**src/common/model_defines.svh**
```systemverilog
`ifndef MODEL_DEFINES_SVH
`define MODEL_DEFINES_SVH

// Frame geometry.
`define MODEL_CHANNELS 4
`define MODEL_STEPS 6

// Convolution layer.
`define MODEL_KERNEL 3
`define MODEL_POSITIONS 4
`define MODEL_FILTERS 4

// Fully connected layer.
`define MODEL_CLASSES 3

// Datapath widths.
`define MODEL_DATA_W 8
`define MODEL_CONV_W 20
`define MODEL_LOGIT_W 32

`endif

```
**src/common/model_pkg.sv**
```systemverilog
`default_nettype none
`include "model_defines.svh"

package model_pkg;

    typedef enum logic [1:0] {
        ST_IDLE = 2'd0,
        ST_CONV = 2'd1,
        ST_FC   = 2'd2,
        ST_DONE = 2'd3
    } state_e;

    typedef logic signed [`MODEL_DATA_W-1:0]  sample_t;
    typedef logic signed [`MODEL_DATA_W-1:0]  weight_t;
    typedef logic signed [`MODEL_CONV_W-1:0]  conv_t;
    typedef logic signed [`MODEL_LOGIT_W-1:0] logit_t;

    // Indexed [filter][tap step][channel].
    localparam weight_t CONV_WEIGHT
        [0:`MODEL_FILTERS-1][0:`MODEL_KERNEL-1][0:`MODEL_CHANNELS-1] = '{
        '{
            '{  12, -34,  56,   7},
            '{ -89,  23, -45,  67},
            '{  31,  -8,  90, -12}
        },
        '{
            '{ -27,  64,  -3,  18},
            '{  45, -71,  29,  -6},
            '{  88,  14, -52,  39}
        },
        '{
            '{   5, -19,  77, -40},
            '{ -63,  36,  11,  94},
            '{  -2, -85,  47,  21}
        },
        '{
            '{-128, 127, -16,  33},
            '{   9,  58, -97,   4},
            '{  72, -25,  15, -60}
        }
    };

    localparam weight_t CONV_BIAS [0:`MODEL_FILTERS-1] = '{17, -42, 8, 101};

    // Indexed [class][conv result], results in filter-major order.
    localparam weight_t FC_WEIGHT
        [0:`MODEL_CLASSES-1][0:`MODEL_FILTERS*`MODEL_POSITIONS-1] = '{
        '{  3,  -7,  12,  -1,  25,  -9,   4,  16,
          -11,   6, -20,   2,   9, -14,  30,  -5},
        '{ -8,  19,  -3,  27, -15,   1,  22,  -6,
           13, -24,   5,  18,  -2,  11, -17,   7},
        '{ 14,  -4, -26,   9,   6, -12,  -1,  21,
            8,  15, -19, -10,  24,   3,  -7, -13}
    };

    localparam weight_t FC_BIAS [0:`MODEL_CLASSES-1] = '{-50, 33, 90};

endpackage

`default_nettype wire

```
**src/source/model_sequencer.sv**
```systemverilog
`timescale 1ns/100ps
`default_nettype none

module model_sequencer (
    input  logic i_clk,
    input  logic i_rst_n,
    input  logic i_start,
    input  logic i_conv_done,
    input  logic i_fc_done,
    output logic o_conv_start,
    output logic o_fc_start,
    output logic o_finished
);

    model_pkg::state_e state;

    always_ff @(posedge i_clk or negedge i_rst_n) begin
        if (!i_rst_n) begin
            state        <= model_pkg::ST_IDLE;
            o_conv_start <= 1'b0;
            o_fc_start   <= 1'b0;
            o_finished   <= 1'b0;
        end else begin
            o_conv_start <= 1'b0; // Pulses by default.
            o_fc_start   <= 1'b0;
            o_finished   <= 1'b0;
            case (state)
                model_pkg::ST_IDLE: begin
                    if (i_start) begin
                        state        <= model_pkg::ST_CONV;
                        o_conv_start <= 1'b1;
                    end
                end
                model_pkg::ST_CONV: begin
                    if (i_conv_done) begin
                        state      <= model_pkg::ST_FC;
                        o_fc_start <= 1'b1;
                    end
                end
                model_pkg::ST_FC: begin
                    if (i_fc_done) begin
                        state      <= model_pkg::ST_DONE;
                        o_finished <= 1'b1;
                    end
                end
                default: state <= model_pkg::ST_IDLE; // Done lasts one cycle.
            endcase
        end
    end

    a_starts_exclusive: assert property (@(posedge i_clk) disable iff (!i_rst_n)
        !(o_conv_start && o_fc_start));

    a_finished_pulse: assert property (@(posedge i_clk) disable iff (!i_rst_n)
        o_finished |=> !o_finished);

endmodule

`default_nettype wire

```
**src/conv/conv_engine.sv**
```systemverilog
`timescale 1ns/100ps
`default_nettype none
`include "model_defines.svh"

module conv_engine (
    input  logic               i_clk,
    input  logic               i_rst_n,
    input  logic               i_start,
    input  model_pkg::sample_t i_data [0:`MODEL_CHANNELS*`MODEL_STEPS-1],
    output model_pkg::conv_t   o_conv [0:`MODEL_FILTERS*`MODEL_POSITIONS-1],
    output logic               o_done
);

    localparam int FRAME = `MODEL_CHANNELS * `MODEL_STEPS;
    localparam int TAPS  = `MODEL_KERNEL * `MODEL_CHANNELS;

    model_pkg::sample_t frame [0:FRAME-1];
    logic               busy;
    logic [1:0]         filt;
    logic [1:0]         pos;
    logic [3:0]         tap;
    logic [1:0]         step_k;
    logic [1:0]         chan;
    logic [4:0]         sample_idx;
    model_pkg::conv_t   acc;
    model_pkg::conv_t   product;
    model_pkg::conv_t   acc_next;

    // Tap order is step-major, channel inside.
    assign step_k = tap[3:2];
    assign chan   = tap[1:0];

    // Frame is channel-major.
    assign sample_idx = 5'(chan) * 5'(`MODEL_STEPS) + 5'(pos) + 5'(step_k);

    assign product  = frame[sample_idx] * model_pkg::CONV_WEIGHT[filt][step_k][chan];
    assign acc_next = ((tap == '0) ? model_pkg::conv_t'(model_pkg::CONV_BIAS[filt]) : acc)
                      + product;

    always_ff @(posedge i_clk or negedge i_rst_n) begin
        if (!i_rst_n) begin
            busy   <= 1'b0;
            o_done <= 1'b0;
            filt   <= '0;
            pos    <= '0;
            tap    <= '0;
            acc    <= '0;
            for (int i = 0; i < FRAME; i++) begin
                frame[i] <= '0;
            end
            for (int i = 0; i < `MODEL_FILTERS * `MODEL_POSITIONS; i++) begin
                o_conv[i] <= '0;
            end
        end else begin
            o_done <= 1'b0;
            if (i_start) begin
                busy <= 1'b1; // Frame freezes here.
                filt <= '0;
                pos  <= '0;
                tap  <= '0;
            end else if (busy) begin
                acc <= acc_next;
                if (tap == 4'(TAPS - 1)) begin
                    o_conv[{filt, pos}] <= acc_next;
                    tap <= '0;
                    pos <= pos + 2'd1;
                    if (pos == 2'(`MODEL_POSITIONS - 1)) begin
                        filt <= filt + 2'd1;
                        if (filt == 2'(`MODEL_FILTERS - 1)) begin
                            busy   <= 1'b0;
                            o_done <= 1'b1;
                        end
                    end
                end else begin
                    tap <= tap + 4'd1;
                end
            end else begin
                // Tracks the inputs while idle, so the frame seen with the
                // user's start is what the run uses.
                frame <= i_data;
            end
        end
    end

    a_no_restart: assert property (@(posedge i_clk) disable iff (!i_rst_n)
        i_start |-> !busy);

    a_done_pulse: assert property (@(posedge i_clk) disable iff (!i_rst_n)
        o_done |=> !o_done);

endmodule

`default_nettype wire

```
**src/fc/fc_engine.sv**
```systemverilog
`timescale 1ns/100ps
`default_nettype none
`include "model_defines.svh"

module fc_engine (
    input  logic              i_clk,
    input  logic              i_rst_n,
    input  logic              i_start,
    input  model_pkg::conv_t  i_conv [0:`MODEL_FILTERS*`MODEL_POSITIONS-1],
    output model_pkg::logit_t o_logits [0:`MODEL_CLASSES-1],
    output logic              o_done
);

    localparam int INPUTS = `MODEL_FILTERS * `MODEL_POSITIONS;

    logic              busy;
    logic [1:0]        cls;
    logic [3:0]        idx;
    model_pkg::logit_t acc;
    model_pkg::logit_t product;
    model_pkg::logit_t acc_next;

    // Operands widen to 32 bits before the multiply.
    assign product  = i_conv[idx] * model_pkg::FC_WEIGHT[cls][idx];
    assign acc_next = ((idx == '0) ? model_pkg::logit_t'(model_pkg::FC_BIAS[cls]) : acc)
                      + product;

    always_ff @(posedge i_clk or negedge i_rst_n) begin
        if (!i_rst_n) begin
            busy   <= 1'b0;
            o_done <= 1'b0;
            cls    <= '0;
            idx    <= '0;
            acc    <= '0;
            for (int i = 0; i < `MODEL_CLASSES; i++) begin
                o_logits[i] <= '0;
            end
        end else begin
            o_done <= 1'b0;
            if (i_start) begin
                busy <= 1'b1;
                cls  <= '0;
                idx  <= '0;
            end else if (busy) begin
                acc <= acc_next;
                idx <= idx + 4'd1; // Wraps to 0 after the last input.
                if (idx == 4'(INPUTS - 1)) begin
                    o_logits[cls] <= acc_next;
                    if (cls == 2'(`MODEL_CLASSES - 1)) begin
                        cls    <= '0;
                        busy   <= 1'b0;
                        o_done <= 1'b1;
                    end else begin
                        cls <= cls + 2'd1;
                    end
                end
            end
        end
    end

    // Conv results must stay stable for the whole pass.
    a_no_restart: assert property (@(posedge i_clk) disable iff (!i_rst_n)
        i_start |-> !busy);

endmodule

`default_nettype wire

```
**src/source/model_top.sv**
```systemverilog
`timescale 1ns/100ps
`default_nettype none
`include "model_defines.svh"

module model_top (
    input  logic               i_clk,
    input  logic               i_rst_n,
    input  logic               i_start,
    input  model_pkg::sample_t i_data [0:`MODEL_CHANNELS*`MODEL_STEPS-1],
    output model_pkg::conv_t   o_conv [0:`MODEL_FILTERS*`MODEL_POSITIONS-1],
    output model_pkg::logit_t  o_logits [0:`MODEL_CLASSES-1],
    output logic               o_finished
);

    logic conv_start;
    logic conv_done;
    logic fc_start;
    logic fc_done;

    model_sequencer u_sequencer (
        .i_clk        (i_clk),
        .i_rst_n      (i_rst_n),
        .i_start      (i_start),
        .i_conv_done  (conv_done),
        .i_fc_done    (fc_done),
        .o_conv_start (conv_start),
        .o_fc_start   (fc_start),
        .o_finished   (o_finished)
    );

    // Frame is taken straight from the top-level inputs.
    conv_engine u_conv (
        .i_clk   (i_clk),
        .i_rst_n (i_rst_n),
        .i_start (conv_start),
        .i_data  (i_data),
        .o_conv  (o_conv),
        .o_done  (conv_done)
    );

    // Reads the held conv results in place.
    fc_engine u_fc (
        .i_clk    (i_clk),
        .i_rst_n  (i_rst_n),
        .i_start  (fc_start),
        .i_conv   (o_conv),
        .o_logits (o_logits),
        .o_done   (fc_done)
    );

endmodule

`default_nettype wire

```
**config.mk**
```make
export PLATFORM = sky130hd
export DESIGN_NAME = model_top
export DESIGN_NICKNAME = d
export VERILOG_FILES = /design/src/common/model_pkg.sv /design/src/source/model_sequencer.sv /design/src/conv/conv_engine.sv /design/src/fc/fc_engine.sv /design/src/source/model_top.sv
export VERILOG_INCLUDE_DIRS = /design/src /design/src/common
export SDC_FILE = /design/constraint.sdc
export NUM_CORES = 2
export LEC_CHECK = 0
export ABC_AREA = 1
export BUFFER_PORTS_ARGS = -buffer_cell sky130_fd_sc_hd__buf_2
export CORE_AREA = 8 8 364 259
export CTS_CLUSTER_SIZE = 12
export DETAILED_ROUTE_END_ITERATION = 7
export DIE_AREA = 0 0 372 267
export PLACE_DENSITY = 0.7
export SYNTH_ARGS = -nofsm -noshare
export SYNTH_HDL_FRONTEND = slang
export SYNTH_HIERARCHICAL = 1
export SYNTH_SLANG_ARGS = --single-unit
export TNS_END_PERCENT = 10
```
**constraint.sdc**
```tcl
create_clock -name i_clk -period 10.7 [get_ports i_clk]
set_input_delay 0 -clock i_clk [delete_from_list [all_inputs] [get_ports i_clk]]
set_output_delay 0 -clock i_clk [all_outputs]
set_load 0.005 [all_outputs]
```
**Word level (Yosys, flattened, before mapping)**

Cells that the tools add are included.

- Output and inout bits: 417
- Word-level logic and storage cells: 197
- Bits in registers: 683
- Input port bits: 195

- $add $sub $neg: 9
- Eq/ne operators: 10
- Multipliers: 3
- Order comparisons: 9
- Mux-type cells: 79
- Reductions and logical operators: 19
- Bitwise operators: 10

Operator list:

| operator | number |
|---|---|
| 320-bit bitwise mux | 1 |
| 128-bit binary-select mux with 2-bit select | 1 |
| 128-bit 2-to-1 mux | 2 |
| 96-bit binary-select mux with 2-bit select | 1 |
| 96-bit 2-to-1 mux | 2 |
| 32-bit 2-to-1 mux | 4 |
| 96-bit bitwise mux | 1 |
| 20-bit binary-select mux with 4-bit select | 1 |
| 20-bit demux with 4-bit select | 1 |
| 20-bit 2-to-1 mux | 4 |
| 8-bit 2-to-1 mux | 10 |
| 32-bit binary-select mux with 2-bit select | 1 |
| 32-bit demux with 2-bit select | 1 |
| 8-bit binary-select mux with 2-bit select | 3 |
| 8-bit binary-select mux with 5-bit select | 1 |
| 32-bit adder | 1 |
| 8-bit binary-select mux with 4-bit select | 1 |
| 20-bit by 8-bit multiplier with 28-bit output | 1 |
| 2-bit 2-to-1 mux | 14 |
| 1-bit 2-to-1 mux | 24 |
| 20-bit adder | 1 |
| 4-bit 2-to-1 mux | 5 |
| 8-bit by 8-bit multiplier with 16-bit output | 1 |
| 3-bit >= comparator (second input constant) | 4 |
| 24 further kinds | 53 |

**Longest topological paths before layout**

- Depth after elaboration: 13
- Gate-level depth with buffers: 37
- Mapped depth without buffers: 32

**Cells and area by module**

The synthesis kept the hierarchy.

Modules (own cells, without submodules):

| module | area each (µm²) | seq. area each (µm²) | cells an instance | instances |
|---|---|---|---|---|
| conv_engine | 26756.9 | 13563.0 | 3070 | 1 |
| fc_engine | 16022.9 | 3403.3 | 2229 | 1 |
| model_sequencer | 271.5 | 125.1 | 32 | 1 |

**Least setup slack after synthesis**

Ideal clock, no wire load.

- Path type: register to register
- Start: reg u_conv.tap[0]
- End: reg u_conv/o_conv[112] (netlist bit)
- Data required time: 10.567 ns
- Path slack: 3.103 ns
- Stages on the path, launching flop included: 28
- Arrival: 7.464 ns
- Buffers on the path: 2
- Library setup time: 0.133 ns
- Period minus slack after synthesis: 7.597 ns
- Cells stage by stage: dfrtp_1 -> inv_1 -> buf_1 -> fa_1 -> inv_1 -> ha_1 -> inv_1 -> fa_1 -> xor2_2 -> inv_2 -> nor2_4 -> nand3_1 -> nand2_1 -> nand2_1 -> fa_1 -> inv_1 -> fa_1 -> fa_1 -> fa_1 -> fa_1 -> ha_1 -> a21oi_1 -> nand2_1 -> nand2_1 -> nand2_1 -> xnor2_2 -> clkbuf_1 -> o21ai_0

- Cells in the longest elaborated chain, start to end: 10
- Elaborated cells between the ends (all ways): 18
- Classes of those cells: add/sub: 3; mul: 2; eq/ne: 1; mux: 8; bitwise: 2; reduce/logical: 2

RTL lines:

| what | RTL line | source |
|---|---|---|
| start, declared | conv_engine.sv:21 | `logic [3:0] tap;` |
| start signal, assigned | conv_engine.sv:75 | `tap <= tap + 4'd1;` |
| 2-bit by 2-bit multiplier with 4-bit output | conv_engine.sv:34 | `` assign sample_idx = 5'(chan) * 5'(`MODEL_STEPS) + 5'(pos) + 5'(step_k); `` |
| 5-bit by 2-bit adder with 5-bit output (2 in series) | conv_engine.sv:34 |  |
| 5-bit inverter with 6-bit output (not written as such) | conv_engine.sv:36 | `assign product = frame[sample_idx] * model_pkg::CONV_WEIGHT[filt][step_k][chan];` |
| 8-bit binary-select mux with 5-bit select | conv_engine.sv:36 |  |
| 8-bit 2-to-1 mux (not written as such) (2 in series) | conv_engine.sv:36 |  |
| 8-bit by 8-bit multiplier with 16-bit output | conv_engine.sv:36 |  |
| 20-bit adder | conv_engine.sv:38 | `+ product;` |
| 320-bit bitwise mux | conv_engine.sv:64 | `o_conv[{filt, pos}] <= acc_next;` |
| end signal, assigned by index | conv_engine.sv:64 |  |
| end, declared | conv_engine.sv:10 | `` output model_pkg::conv_t o_conv [0:`MODEL_FILTERS*`MODEL_POSITIONS-1], `` |

Several ways; a longest one is shown, not always the timed one. The select of a mux whose other input is x is not followed.
A chain may end at the register's enable or synchronous reset.

**Final worst setup path**

- Start: reg u_conv.tap[3]
- End: reg u_conv/o_conv[232] (netlist bit)

- Cells in the longest elaborated chain, start to end: 10
- Elaborated cells between the ends (all ways): 19
- Classes of those cells: add/sub: 2; mul: 1; eq/ne: 1; mux: 11; bitwise: 2; reduce/logical: 2

RTL lines:

| what |
|---|
| parallel branches: the longest is 10 deep, another holds 20-bit adder |

Several ways; the timed one is not identified. The select of a mux whose other input is x is not followed.

==> results.sh <==
export IMPL_status="complete, but fails checks"
export IMPL_violations="negative hold slack"
export IMPL_fin_skew_ns=0.0194
export IMPL_syn_to_final_growth_pct=18.4
export IMPL_met3_length_um=22900
export IMPL_number_of_antenna_violations_at_the_first_check_in_global_routing=12
export IMPL_synth_cell_area_um2=43100
export IMPL_grt_first_pass_wirelength_um=252000
export IMPL_total_global_routing_track_utilization=0.331
export IMPL_yosysWarningCount=6
export IMPL_unrepaired_setup_endpoints_after_global_routing="no"
export IMPL_post_route_cells_drive_above_1_share=0.140
export IMPL_cell_with_the_most_instances_after_synthesis="sky130_fd_sc_hd__nand2_1"
export IMPL_floorplan_rows=92
export IMPL_synth_seq_area_share=0.397
export IMPL_worst_r2r_startpoint="u_conv/tap[3]$_DFFE_PN0N_"
export IMPL_critical_path_arrival_ns=9.86
export IMPL_post_route_drc_count=0
export IMPL_ys_top_cells_by_area="sky130_fd_sc_hd__dfrtp_1 40%, sky130_fd_sc_hd__nand2_1 16%, sky130_fd_sc_hd__fa_1 12%, sky130_fd_sc_hd__o21ai_0 5.6%, sky130_fd_sc_hd__ha_1 4.3%"
export IMPL_die_area_um2=99300
export IMPL_timing_max_transition_violations_final=0
export IMPL_cp_required_ns=11.19
export IMPL_drt_iter0_markers=5727
export IMPL_worstPathMaxFanout=25
export IMPL_max_freq_mhz=107
export IMPL_drv_cap=0
export IMPL_die_h_um=267
export IMPL_vias=41617
export IMPL_met1_length_um=68400
export IMPL_dp_final_hpwl_um=124000
export IMPL_gp_congestion=0.990
export IMPL_postCtsResizedCells=0
export IMPL_fp_coreArea_um2=89000
export IMPL_critical_path_slowest_cell="sky130_fd_sc_hd__xnor2_2"
export IMPL_clk_path_buf_depth=3
export IMPL_postSynthAreaPerCell_um2=8.08
export IMPL_gr_total_overflow=0
export IMPL_synth_edff_count=0
export IMPL_hold_viol_final=2
export IMPL_cts_hold_fix_buffers=194
export IMPL_routed_wirelength_um=168000
export IMPL_timing_critical_path_to_type="register"
export IMPL_timing_worst_setup_path_type="reg -> reg"
export IMPL_clock_insertion_delay_worst_skew_ns=0.66
export IMPL_io_buffers=611
export IMPL_ioPinCount=612
export IMPL_synthTopCellsByCount="1838 x sky130_fd_sc_hd__nand2_1, 683 x sky130_fd_sc_hd__dfrtp_1, 483 x sky130_fd_sc_hd__o21ai_0"
export IMPL_critical_path_max_stage_delay_ns=0.85
export IMPL_tritoncts="done"
export IMPL_r2r_end="u_conv/o_conv[232]$_DFFE_PN0P_"
export IMPL_number_of_synthesized_register_bits=683
export IMPL_design_final_nets=6580
export IMPL_r2r_setup_slack_ns=1.34
export IMPL_worst_r2r_cell_count=26
export IMPL_pin_count_of_the_biggest_net_entering_global_routing=172
export IMPL_cts_sink_count=683
export IMPL_clock_tree_htree_level_count=3
export IMPL_timing_hold_worst_class="in -> async"
export IMPL_clk_pin_slew_ns=0.06
export IMPL_minimum_period_implied_by_the_final_worst_setup_slack_ns=9.36
export IMPL_die_w_um=372
export IMPL_timing_final_crit_share=0.875
export IMPL_timing_slew_headroom=0.195
export IMPL_max_slew_worst_pin_slew_ns=1.20
export IMPL_layout_filler_cells=8070
export IMPL_wl_met2_um=70200
export IMPL_clock_tree_root_cell="sky130_fd_sc_hd__clkbuf_16"
export IMPL_cp_start_kind="register"
export IMPL_finalSetupViolCount=0
export IMPL_routedWlPerCell_um=23.3
export IMPL_timing_hold_ws_ns=-0.00314
export IMPL_vias_per_cell=5.77
export IMPL_tns_ns=0
export IMPL_grt_pass1_vias=39585
export IMPL_floorplan_initialDensity=0.484
export IMPL_synth_largest_area_cell="sky130_fd_sc_hd__dfrtp_1"
export IMPL_first_pass_iters=6
export IMPL_synth_distinct_cells=53
export IMPL_cts_buffers=75
export IMPL_ys_dominant_reg_cell="sky130_fd_sc_hd__dfrtp_1"
export IMPL_asr_flop_ratio_synth=1.00
export IMPL_proportion_of_netlist_area_held_by_the_largest_area_contributor=0.397
export IMPL_top_layer_used="met5"
export IMPL_synth_net_count=5933
export IMPL_antenna_violating_nets_post_route=0
export IMPL_synthesis_instances=5331
export IMPL_post_cts_buffers=0
worst max-delay path: cells and delay by family (launching register included):
| kind | cells | cell delay (ns) |
|---|---|---|
| flops | 1 | 0.78 |
| simple gates | 6 | 1.30 |
| buf+inv | 7 | 1.59 |
| xor+xnor | 1 | 0.85 |
| fa+ha+maj | 9 | 4.07 |
| compound gates | 3 | 0.58 |
layer usage:
layer  GRT usage  vias up
met5           0        -
met4       0.110       10
met3       0.115      391
met2       0.471     2624
met1       0.470    20162
li1            -    18430
state kept, by name (all words and copies together), names as in the netlist, 2 cells and up:
| name | count |
|---|---|
| u_conv/acc | 20 |
| u_conv/filt | 2 |
| u_fc/o_logits | 96 |
| u_conv/o_conv | 320 |
| u_fc/idx | 4 |
| u_conv/pos | 2 |
| u_fc/cls | 2 |
| u_fc/acc | 32 |
| u_conv/tap | 4 |
| u_conv/frame | 192 |
| u_sequencer/state | 2 |
worst max path at each step:
stage / from / end / depth (start not counted)
after floorplan: u_conv/tap[0]$_DFFE_PN0N_ / u_conv/o_conv[112]$_DFFE_PN0P_ / 27
after detailed placement: u_conv/tap[3]$_DFFE_PN0N_ / u_conv/o_conv[152]$_DFFE_PN0P_ / 26
after global routing: u_conv/tap[3]$_DFFE_PN0N_ / u_conv/o_conv[92]$_DFFE_PN0P_ / 26
final: u_conv/tap[3]$_DFFE_PN0N_ / u_conv/o_conv[232]$_DFFE_PN0P_ / 26
after global placement: u_conv/tap[0]$_DFFE_PN0N_ / u_conv/o_conv[112]$_DFFE_PN0P_ / 26
after CTS: u_conv/tap[3]$_DFFE_PN0N_ / u_conv/o_conv[152]$_DFFE_PN0P_ / 26
layout make-up:
type	count	area, um^2	area share
tap	1175	1470	0.0288
timing repair buffer	844	5340	0.105
multi-input combinational	3875	22800	0.448
sequential	683	17100	0.335
clock inverter	22	250	0.00491
clock buffer	102	2100	0.0412
inverter	499	1890	0.0370
antenna	8	20.0	0.000393
placed cells by master (no fill, tap or decap), types with 11 or more instances in the layout:
master                          count
sky130_fd_sc_hd__dlygate4sd3_1    194
sky130_fd_sc_hd__buf_2            610
sky130_fd_sc_hd__clkbuf_16         75
sky130_fd_sc_hd__dfrtp_1          682
sky130_fd_sc_hd__a32o_1            80
sky130_fd_sc_hd__o21ai_1          102
sky130_fd_sc_hd__clkbuf_8          12
sky130_fd_sc_hd__nor2_4            11
sky130_fd_sc_hd__fa_1             260
sky130_fd_sc_hd__clkbuf_1          15
sky130_fd_sc_hd__nand2_1         1838
sky130_fd_sc_hd__ha_1             146
sky130_fd_sc_hd__buf_4             36
sky130_fd_sc_hd__inv_2             25
sky130_fd_sc_hd__nand3_1          315
sky130_fd_sc_hd__inv_1            467
sky130_fd_sc_hd__nor2_1           222
sky130_fd_sc_hd__nand4_1           39
sky130_fd_sc_hd__o21ai_0          483
sky130_fd_sc_hd__a21oi_1          263
through the flow:
| step | worst slack (ns) | hold WS (ns) | util | instances | instance area [um^2] |
|---|---|---|---|---|---|
| final | 1.34 | -0.00314 | 0.573 | 7208 | 51000 |
| after global placement | 1.67 | 0.118 | 0.525 | 6882 | 46700 |
| after floorplan | 3.10 | -0.296 | - | 5331 | 43100 |
| after detailed placement | 1.50 | 0.121 | 0.525 | 6882 | 46700 |
| after global routing | 0.744 | 0.0557 | 0.573 | 7206 | 51000 |
| after CTS | 1.50 | 0.0113 | 0.573 | 7200 | 51000 |
cell families (layout without fill, tap and decap cells):
group,after synthesis,count (layout),share of synthesized area
simple gates,2477,2477,0.235
fa+ha+maj,407,407,0.164
compound gates,968,968,0.124
flops,683,683,0.397
other cells,0,8,0
mux,2,2,0.000465
xor+xnor,21,21,0.00497
buf+inv,773,1467,0.0744
Power is left out: the tool's default activity adds up to more than one toggle a clock period on the data nets, which glitch-free logic cannot reach.
